`src/div_op_pkg.sv`:
```
// ~~~~~~~~~~~~~~~~~~~~~~~~~~~~~~~~~~~~~~~~~~~~~~~~~~
// divide operation codes, operand widths and the
// request / response structs shared by every block
// ~~~~~~~~~~~~~~~~~~~~~~~~~~~~~~~~~~~~~~~~~~~~~~~~~~
package div_op_pkg;

    localparam int DATA_W  = 32;
    localparam int RADDR_W = 5;  // rd index

    typedef enum logic [3:0] {
        OP_DIV  = 4'b0001,
        OP_DIVU = 4'b0010,
        OP_REM  = 4'b0100,
        OP_REMU = 4'b1000
    } div_op_t;

    typedef struct packed {
        div_op_t            op;
        logic [DATA_W-1:0]  dividend;
        logic [DATA_W-1:0]  divisor;
        logic [RADDR_W-1:0] waddr;
    } div_req_t;

    typedef struct packed {
        logic [DATA_W-1:0]  result;
        logic [RADDR_W-1:0] waddr;  // tag back to the core
    } div_rsp_t;

endpackage

```
`src/div_cfg_pkg.sv`:
```
// ~~~~~~~~~~~~~~~~~~~~~~~~~~~~~~~~~~~~~~~~~~~~~~~~~~
// divide unit configuration, lane count
// ~~~~~~~~~~~~~~~~~~~~~~~~~~~~~~~~~~~~~~~~~~~~~~~~~~
package div_cfg_pkg;

    // lanes run independently, one operation each
    localparam int NUM_LANES = 4;

    // width of a lane number
    localparam int LANE_IDX_W = $clog2(NUM_LANES);

endpackage

```
`src/div_dispatch.sv`:
```
// ~~~~~~~~~~~~~~~~~~~~~~~~~~~~~~~~~~~~~~~~~~~~~~~~~~
// request dispatcher, picks the lowest free lane and
// holds its start level and operands until ready
// ~~~~~~~~~~~~~~~~~~~~~~~~~~~~~~~~~~~~~~~~~~~~~~~~~~
module div_dispatch (
    input  logic                                                clk,
    input  logic                                                rst_n_i,
    input  logic                                                req_valid_i,
    input  div_op_pkg::div_req_t                                req_i,
    output logic                                                accept_o,
    input  logic                 [div_cfg_pkg::NUM_LANES-1:0]   lane_busy_i,
    input  logic                 [div_cfg_pkg::NUM_LANES-1:0]   lane_ready_i,
    input  logic                 [div_cfg_pkg::NUM_LANES-1:0]   slot_full_i,
    output logic                 [div_cfg_pkg::NUM_LANES-1:0]   lane_start_o,
    output div_op_pkg::div_req_t [div_cfg_pkg::NUM_LANES-1:0]   lane_req_o
);

    logic [div_cfg_pkg::NUM_LANES-1:0]  free;
    logic [div_cfg_pkg::LANE_IDX_W-1:0] pick;
    logic                               init_q;  // low for the first cycle out of reset
    logic                               take;

    // a lane with a pending result in its slot is not free yet
    assign free = ~lane_start_o & ~lane_busy_i & ~slot_full_i;

    // lowest index wins
    always_comb begin
        pick = '0;
        for (int i = div_cfg_pkg::NUM_LANES - 1; i >= 0; i--) begin
            if (free[i]) begin
                pick = i[div_cfg_pkg::LANE_IDX_W-1:0];
            end
        end
    end

    assign accept_o = init_q & (|free);
    assign take     = req_valid_i & accept_o;

    always_ff @(posedge clk) begin
        if (!rst_n_i) begin
            init_q       <= 1'b0;
            lane_start_o <= '0;
        end else begin
            init_q <= 1'b1;
            for (int i = 0; i < div_cfg_pkg::NUM_LANES; i++) begin
                if (lane_ready_i[i]) begin
                    lane_start_o[i] <= 1'b0;  // lane done, release it
                end
            end
            if (take) begin
                lane_start_o[pick] <= 1'b1;
            end
        end
    end

    // operands stay put while the lane works on them
    always_ff @(posedge clk) begin
        if (take) begin
            lane_req_o[pick] <= req_i;
        end
    end

    a_one_start: assert property (@(posedge clk) disable iff (!rst_n_i)
        $onehot0(lane_start_o & ~$past(lane_start_o)));

endmodule

```
`src/div_lane.sv`:
```
// ~~~~~~~~~~~~~~~~~~~~~~~~~~~~~~~~~~~~~~~~~~~~~~~~~~
// one divide lane, 32-bit restoring divider with
// RISC-V sign and divide-by-zero handling
// ~~~~~~~~~~~~~~~~~~~~~~~~~~~~~~~~~~~~~~~~~~~~~~~~~~
module div_lane (
    input  logic                 clk,
    input  logic                 rst_n_i,
    input  logic                 start_i,
    input  div_op_pkg::div_req_t req_i,
    output logic                 busy_o,
    output logic                 ready_o,
    output div_op_pkg::div_rsp_t rsp_o
);

    typedef enum logic [3:0] {
        S_IDLE  = 4'b0001,
        S_START = 4'b0010,
        S_CALC  = 4'b0100,
        S_END   = 4'b1000
    } state_t;

    state_t                                   state_q;
    div_op_pkg::div_op_t                      op_q;
    logic [div_op_pkg::DATA_W-1:0]            dvd_q;    // dividend, shifted out msb first
    logic [div_op_pkg::DATA_W-1:0]            dvs_q;    // divisor
    logic [div_op_pkg::DATA_W-1:0]            rem_q;    // partial remainder
    logic [div_op_pkg::DATA_W-1:0]            quo_q;
    logic [div_op_pkg::RADDR_W-1:0]           waddr_q;
    logic                                     inv_q;    // negate the final result
    logic [$clog2(div_op_pkg::DATA_W)-1:0]    cnt_q;

    logic                                     is_signed;
    logic                                     want_quo;
    logic [div_op_pkg::DATA_W-1:0]            dvd_abs;
    logic [div_op_pkg::DATA_W-1:0]            dvs_abs;
    logic [div_op_pkg::DATA_W:0]              shifted;
    logic [div_op_pkg::DATA_W:0]              diff;
    logic                                     ge;
    logic [div_op_pkg::DATA_W-1:0]            res_raw;
    logic [div_op_pkg::DATA_W-1:0]            res_fix;

    // one-hot decode
    assign is_signed = |(op_q & (div_op_pkg::OP_DIV | div_op_pkg::OP_REM));
    assign want_quo  = |(op_q & (div_op_pkg::OP_DIV | div_op_pkg::OP_DIVU));

    assign dvd_abs = (is_signed && dvd_q[div_op_pkg::DATA_W-1]) ? -dvd_q : dvd_q;
    assign dvs_abs = (is_signed && dvs_q[div_op_pkg::DATA_W-1]) ? -dvs_q : dvs_q;

    // trial subtraction, one extra bit so a large divisor cannot overflow
    assign shifted = {rem_q, dvd_q[div_op_pkg::DATA_W-1]};
    assign diff    = shifted - {1'b0, dvs_q};
    assign ge      = ~diff[div_op_pkg::DATA_W];

    assign res_raw = want_quo ? quo_q : rem_q;
    assign res_fix = inv_q ? -res_raw : res_raw;

    always_ff @(posedge clk) begin
        if (!rst_n_i) begin
            state_q <= S_IDLE;
            busy_o  <= 1'b0;
            ready_o <= 1'b0;
        end else begin
            ready_o <= 1'b0;
            if (state_q != S_IDLE && !start_i) begin
                state_q <= S_IDLE;  // start dropped, abort quietly
                busy_o  <= 1'b0;
            end else begin
                case (state_q)
                    S_IDLE: begin
                        // start is still high in the cycle of our own ready pulse
                        if (start_i && !ready_o) begin
                            op_q    <= req_i.op;
                            dvd_q   <= req_i.dividend;
                            dvs_q   <= req_i.divisor;
                            waddr_q <= req_i.waddr;
                            busy_o  <= 1'b1;
                            state_q <= S_START;
                        end
                    end
                    S_START: begin
                        if (dvs_q == '0) begin
                            quo_q   <= '1;     // x/0 = all ones
                            rem_q   <= dvd_q;  // x%0 = x
                            inv_q   <= 1'b0;
                            state_q <= S_END;
                        end else begin
                            dvd_q   <= dvd_abs;
                            dvs_q   <= dvs_abs;
                            rem_q   <= '0;
                            quo_q   <= '0;
                            cnt_q   <= '0;
                            // quotient sign from both operands, remainder follows the dividend
                            if (want_quo) begin
                                inv_q <= is_signed & (dvd_q[div_op_pkg::DATA_W-1]
                                                      ^ dvs_q[div_op_pkg::DATA_W-1]);
                            end else begin
                                inv_q <= is_signed & dvd_q[div_op_pkg::DATA_W-1];
                            end
                            state_q <= S_CALC;
                        end
                    end
                    S_CALC: begin
                        dvd_q <= dvd_q << 1;
                        rem_q <= ge ? diff[div_op_pkg::DATA_W-1:0]
                                    : shifted[div_op_pkg::DATA_W-1:0];
                        quo_q <= {quo_q[div_op_pkg::DATA_W-2:0], ge};
                        cnt_q <= cnt_q + 1'b1;
                        if (&cnt_q) begin
                            state_q <= S_END;  // last quotient bit
                        end
                    end
                    S_END: begin
                        rsp_o.result <= res_fix;
                        rsp_o.waddr  <= waddr_q;
                        ready_o      <= 1'b1;
                        busy_o       <= 1'b0;
                        state_q      <= S_IDLE;
                    end
                    default: begin
                        state_q <= S_IDLE;
                        busy_o  <= 1'b0;
                    end
                endcase
            end
        end
    end

    a_ready_idle: assert property (@(posedge clk) disable iff (!rst_n_i)
        ready_o |-> !busy_o);

    a_ready_pulse: assert property (@(posedge clk) disable iff (!rst_n_i)
        ready_o |=> !ready_o);

endmodule

```
`src/div_collect.sv`:
```
// ~~~~~~~~~~~~~~~~~~~~~~~~~~~~~~~~~~~~~~~~~~~~~~~~~~
// result collector, one slot per lane drained to a
// single response port in fixed priority
// ~~~~~~~~~~~~~~~~~~~~~~~~~~~~~~~~~~~~~~~~~~~~~~~~~~
module div_collect (
    input  logic                                                clk,
    input  logic                                                rst_n_i,
    input  logic                 [div_cfg_pkg::NUM_LANES-1:0]   lane_ready_i,
    input  div_op_pkg::div_rsp_t [div_cfg_pkg::NUM_LANES-1:0]   lane_rsp_i,
    output logic                 [div_cfg_pkg::NUM_LANES-1:0]   slot_full_o,
    output logic                                                rsp_valid_o,
    output div_op_pkg::div_rsp_t                                rsp_o
);

    div_op_pkg::div_rsp_t [div_cfg_pkg::NUM_LANES-1:0] slot_q;
    logic [div_cfg_pkg::LANE_IDX_W-1:0]                 sel;  // slot leaving this cycle

    // lowest full slot goes first
    always_comb begin
        sel = '0;
        for (int i = div_cfg_pkg::NUM_LANES - 1; i >= 0; i--) begin
            if (slot_full_o[i]) begin
                sel = i[div_cfg_pkg::LANE_IDX_W-1:0];
            end
        end
    end

    assign rsp_valid_o = |slot_full_o;
    assign rsp_o       = slot_q[sel];

    always_ff @(posedge clk) begin
        if (!rst_n_i) begin
            slot_full_o <= '0;
        end else begin
            for (int i = 0; i < div_cfg_pkg::NUM_LANES; i++) begin
                if (lane_ready_i[i]) begin
                    slot_full_o[i] <= 1'b1;
                end else if (rsp_valid_o && sel == i) begin
                    slot_full_o[i] <= 1'b0;  // drained
                end
            end
        end
    end

    always_ff @(posedge clk) begin
        for (int i = 0; i < div_cfg_pkg::NUM_LANES; i++) begin
            if (lane_ready_i[i]) begin
                slot_q[i] <= lane_rsp_i[i];
            end
        end
    end

    // dispatcher must keep a lane idle until its slot is drained
    a_no_overwrite: assert property (@(posedge clk) disable iff (!rst_n_i)
        (lane_ready_i & slot_full_o) == '0);

endmodule

```
`src/div_unit.sv`:
```
// ~~~~~~~~~~~~~~~~~~~~~~~~~~~~~~~~~~~~~~~~~~~~~~~~~~
// multi-lane divide unit top, dispatcher + lanes +
// collector
// ~~~~~~~~~~~~~~~~~~~~~~~~~~~~~~~~~~~~~~~~~~~~~~~~~~
module div_unit (
    input  logic                 clk,
    input  logic                 rst_n_i,
    input  logic                 req_valid_i,
    input  div_op_pkg::div_req_t req_i,
    output logic                 accept_o,
    output logic                 rsp_valid_o,
    output div_op_pkg::div_rsp_t rsp_o
);

    logic                 [div_cfg_pkg::NUM_LANES-1:0] lane_start;
    logic                 [div_cfg_pkg::NUM_LANES-1:0] lane_busy;
    logic                 [div_cfg_pkg::NUM_LANES-1:0] lane_ready;
    logic                 [div_cfg_pkg::NUM_LANES-1:0] slot_full;
    div_op_pkg::div_req_t [div_cfg_pkg::NUM_LANES-1:0] lane_req;
    div_op_pkg::div_rsp_t [div_cfg_pkg::NUM_LANES-1:0] lane_rsp;

    div_dispatch u_dispatch (
        .clk          (clk),
        .rst_n_i      (rst_n_i),
        .req_valid_i  (req_valid_i),
        .req_i        (req_i),
        .accept_o     (accept_o),
        .lane_busy_i  (lane_busy),
        .lane_ready_i (lane_ready),
        .slot_full_i  (slot_full),
        .lane_start_o (lane_start),
        .lane_req_o   (lane_req)
    );

    for (genvar g = 0; g < div_cfg_pkg::NUM_LANES; g++) begin : g_lane
        div_lane u_lane (
            .clk     (clk),
            .rst_n_i (rst_n_i),
            .start_i (lane_start[g]),
            .req_i   (lane_req[g]),
            .busy_o  (lane_busy[g]),
            .ready_o (lane_ready[g]),
            .rsp_o   (lane_rsp[g])
        );
    end

    div_collect u_collect (
        .clk          (clk),
        .rst_n_i      (rst_n_i),
        .lane_ready_i (lane_ready),
        .lane_rsp_i   (lane_rsp),
        .slot_full_o  (slot_full),
        .rsp_valid_o  (rsp_valid_o),
        .rsp_o        (rsp_o)
    );

endmodule

```
`config.mk`:
```
export PLATFORM = sky130hd
export DESIGN_NAME = div_unit
export DESIGN_NICKNAME = d
export VERILOG_FILES = /design/src/div_op_pkg.sv /design/src/div_cfg_pkg.sv /design/src/div_dispatch.sv /design/src/div_lane.sv /design/src/div_collect.sv /design/src/div_unit.sv
export SDC_FILE = /design/constraint.sdc
export NUM_CORES = 2
export LEC_CHECK = 0
export ABC_AREA = 1
export BUFFER_PORTS_ARGS = -buffer_cell sky130_fd_sc_hd__buf_4
export CAP_MARGIN = 30
export CORE_ASPECT_RATIO = 0.5
export CORE_MARGIN = 10
export CORE_UTILIZATION = 40
export CTS_CLUSTER_DIAMETER = 200
export CTS_CLUSTER_SIZE = 10
export DETAILED_ROUTE_END_ITERATION = 8
export SLEW_MARGIN = 20
export SYNTH_ARGS = -nofsm -noshare
export SYNTH_HDL_FRONTEND = slang
export SYNTH_SLANG_ARGS = --single-unit
```
`constraint.sdc`:
```
create_clock -name clk -period 6.6 [get_ports clk]
set_input_delay 1.32 -clock clk [delete_from_list [all_inputs] [get_ports clk]]
set_output_delay 1.32 -clock clk [all_outputs]
set_load 0.01 [all_outputs]
```
==> flow_summary_export.csv <==
group,metric,value,unit
run_status,outcome,"finished clean",
clocking,clock-sinks,1185,
place,dp_hpwl,193,mm
place,routabilityCongestion,0.987,
route,dr.pass1.iters,8,
worst_hold_path,hp-class,"reg2reg",
route,drt_wl_total,250,mm
timing,tns,0,ns
logic_synthesis,ys.flop_type,"edfxtp_1",
timing,final-setup-viol-count,0,
grt,grt.total_usage,25.6,%
grt,grt_pass1_wl,357,mm
grt,grt-ovfl-total,0,
timing,fin_skew,0.0393,ns
layout,final_common_cell,"nand2_1",
worst_hold_path,hp-start,"g_lane[1].u_lane.rsp_o[34]$_DFFE_PP_",
floorplan,rows,106,
grt,grt_start_max_net_pins,92,
logic_synthesis,synth_fp_nets,8434,
setup_path,startpoint_type,"register",
logic_synthesis,synth_seq_cells,1185,
pwr,powerDensity,214,nW/um^2
pwr,p_leak,0.0328,uW
setup_path,timing.rr.end,"g_lane[3].u_lane.rsp_o[21]$_DFFE_PP_",
logic_synthesis,async_reset_ff_share,0,%
clocking,postCtsResizedCells,0,
route,via_count,57600,
timing,finalMaxSlewViolations,0,
setup_path,endpoint_kind,"output port",
setup_path,reg2reg_from,"g_lane[3].u_lane.op_q[1]$_DFFE_PP_",
floorplan,die_x,602,um
clocking,cts_made_buffers,136,
logic_synthesis,synth_seq_area_share,52.0,%
layout,fillers,16600,
clocking,clock_path_buffers,3,
route,first_iter_violations,7779,
setup_path,timing_worst_setup_path_type,"reg2out",
clocking,cts_root_buf,"clkbuf_16",
timing,period_minus_slack,4.77,ns
timing,worst_pin_slew,1.11,ns
clocking,cts_tree,"yes",
timing,hold_viol_final,0,
setup_path,reg2reg_slack,2.56,ns
place,port_buffers,113,
logic_synthesis,yosysWarnings,0,
timing,clock.fmax,209,MHz
logic_synthesis,netlist_instances,8206,
run,cap_viol_max_count,0,
layout,layout.nets,8533,
pwr,ir_drop,0.259,mV
worst_hold_path,holdPathEnd,"u_collect.slot_q[71]$_DFFE_PP_",
floorplan,initial_core_util,40.4,%
grt,antenna_found_initial,56,
floorplan,fp.dieH,311,um
pwr,finalPower,16100,uW
floorplan,dieArea,187000,sq um
layout,area_growth,10.9,%
logic_synthesis,netlist_area,67800,sq um
route,detail-route-antenna-nets,0,
layout,drive_gt1_share,5.97,%
clocking,post_cts_buffers,0,
clocking,htreeDepth,4,
route,wl_per_cell,23.5,um
grt,grt_pass1_vias,51600,
floorplan,pin_count,115,
route,drc,0,
clocking,clk_pin_slew_worst_paths,0.05,ns
setup_path,arrival,3.45,ns
floorplan,coreArea,168000,sq um
setup_path,cp_max_fo,75,
layout,most-common-layout-cells,"nand2_1, inv_1, edfxtp_1",
route,via_per_inst,5.40,
clocking,hold_buffers,0,
setup_path,reg2regPathDepth,11,
setup_path,cp.required,5.28,ns
clocking,clk_latency,0.79,ns
worst_hold_path,hold_path_depth,0,
logic_synthesis,syn_area_per_cell,8.27,sq um
logic_synthesis,synth_edf_count,1152,
timing,rsz0062_at_grt,"no",
timing,maxSlewHeadroom,25.6,%
timing,finalCritPeriodShare,72.3,%
logic_synthesis,yosysUniqueCellTypes,52,
## routing by layer
metal  track usage (%)  vias to the layer above  wire (um)
met5                 0                        -         72
met3              4.42                      294      24600
li1                  -                    27200          -
met4              7.45                       10       6390
met1              38.5                    27400     113000
met2              37.6                     2757     106000
## kinds of logic after synthesis
family	synth area share, %
simple gates	27.7
buf+inv	8.66
flops	52.0
compound gates	6.09
xor+xnor	2.70
fa+ha+maj	2.85
## worst max-delay path by stage
stage                                                     start                             endpoint  cells past startpoint  slack (ns)
after floorplan                                         rst_n_i  g_lane[3].u_lane.rsp_o[0]$_DFFE_PP_                      3        0.76
after global placement    u_collect.slot_full_o[2]$_SDFFE_PN0P_                             rsp_o[4]                      8        2.70
after detailed placement  u_collect.slot_full_o[2]$_SDFFE_PN0P_                             rsp_o[8]                      8        2.67
after CTS                 u_collect.slot_full_o[2]$_SDFFE_PN0P_                             rsp_o[8]                      8        1.82
after global routing      u_collect.slot_full_o[2]$_SDFFE_PN0P_                            rsp_o[24]                      8        1.61
final                     u_collect.slot_full_o[2]$_SDFFE_PN0P_                             rsp_o[8]                      8        1.83
## power by group
group | leakage, uW | total (uW) | switching [uW] | internal [uW]
logic | 0.0196 | 756 | 576 | 180
registers | 0.0113 | 8390 | 74.7 | 8310
clock network | 0.00186 | 6990 | 3120 | 3870
## flip-flops by register name, summed over array words and instances, names as in the netlist
signal	cells
g_lane.u_lane.inv_q	4
g_lane.u_lane.ready_o	4
g_lane.u_lane.dvd_q	128
g_lane.u_lane.op_q	12
g_lane.u_lane.dvs_q	128
g_lane.u_lane.cnt_q	20
u_dispatch.lane_start_o	4
g_lane.u_lane.waddr_q	20
g_lane.u_lane.busy_o	4
u_dispatch.init_q	1
g_lane.u_lane.state_q	16
u_collect.slot_full_o	4
g_lane.u_lane.rsp_o	148
g_lane.u_lane.quo_q	128
u_dispatch.lane_req_o	288
g_lane.u_lane.rem_q	128
u_collect.slot_q	148
## synthesized netlist by cell type (52+ instances only)
cell type	n	share of area, %
o21ai_1	52	0.38
xor2_1	132	1.7
edfxtp_1	1152	51
o211ai_1	78	0.86
nor3_1	93	0.69
xnor2_1	77	0.99
a21oi_1	152	1.1
nand2_1	2581	14
nor2_1	628	3.5
nand4_1	164	1.5
nand3_1	796	5.9
o21ai_0	320	2.4
inv_1	1258	7.0
ha_1	148	2.7
clkbuf_1	147	0.81
## area by class of cell
| class | instances | area [sq um] | share of cell area [%] |
|---|---|---|---|
| well taps | 2268 | 2840 | 3.77 |
| multi-input cells | 5524 | 26900 | 35.8 |
| flip-flops and latches | 1185 | 35300 | 46.9 |
| diodes | 34 | 85.1 | 0.113 |
| repair buffers | 187 | 1480 | 1.97 |
| inverters | 1271 | 4770 | 6.35 |
| clock inverters | 12 | 210 | 0.279 |
| clock buffers | 183 | 3660 | 4.87 |
## critical path, stage by stage, from the launching register on
cell and delay, ns:
dfxtp_1 0.30, inv_1 0.15, nand2_1 0.12, a21oi_4 0.12
buf_4 0.62, inv_2 0.53, nand3_1 0.25, nand4_1 0.25
buf_4 0.24
## per-stage QoR
stage	util, %	hold slack [ns]	instances	cell area [sq um]	worst slack (ns)
after floorplan	-	0.400	8206	67800	0.764
after global placement	42.4	0.401	10400	71100	2.70
after detailed placement	42.5	0.405	10400	71200	2.67
after CTS	44.8	0.393	10600	75100	1.82
after global routing	44.8	0.401	10600	75200	1.61
final	44.8	0.397	10700	75200	1.83
No activity file was read; power rests on OpenSTA's default activity.
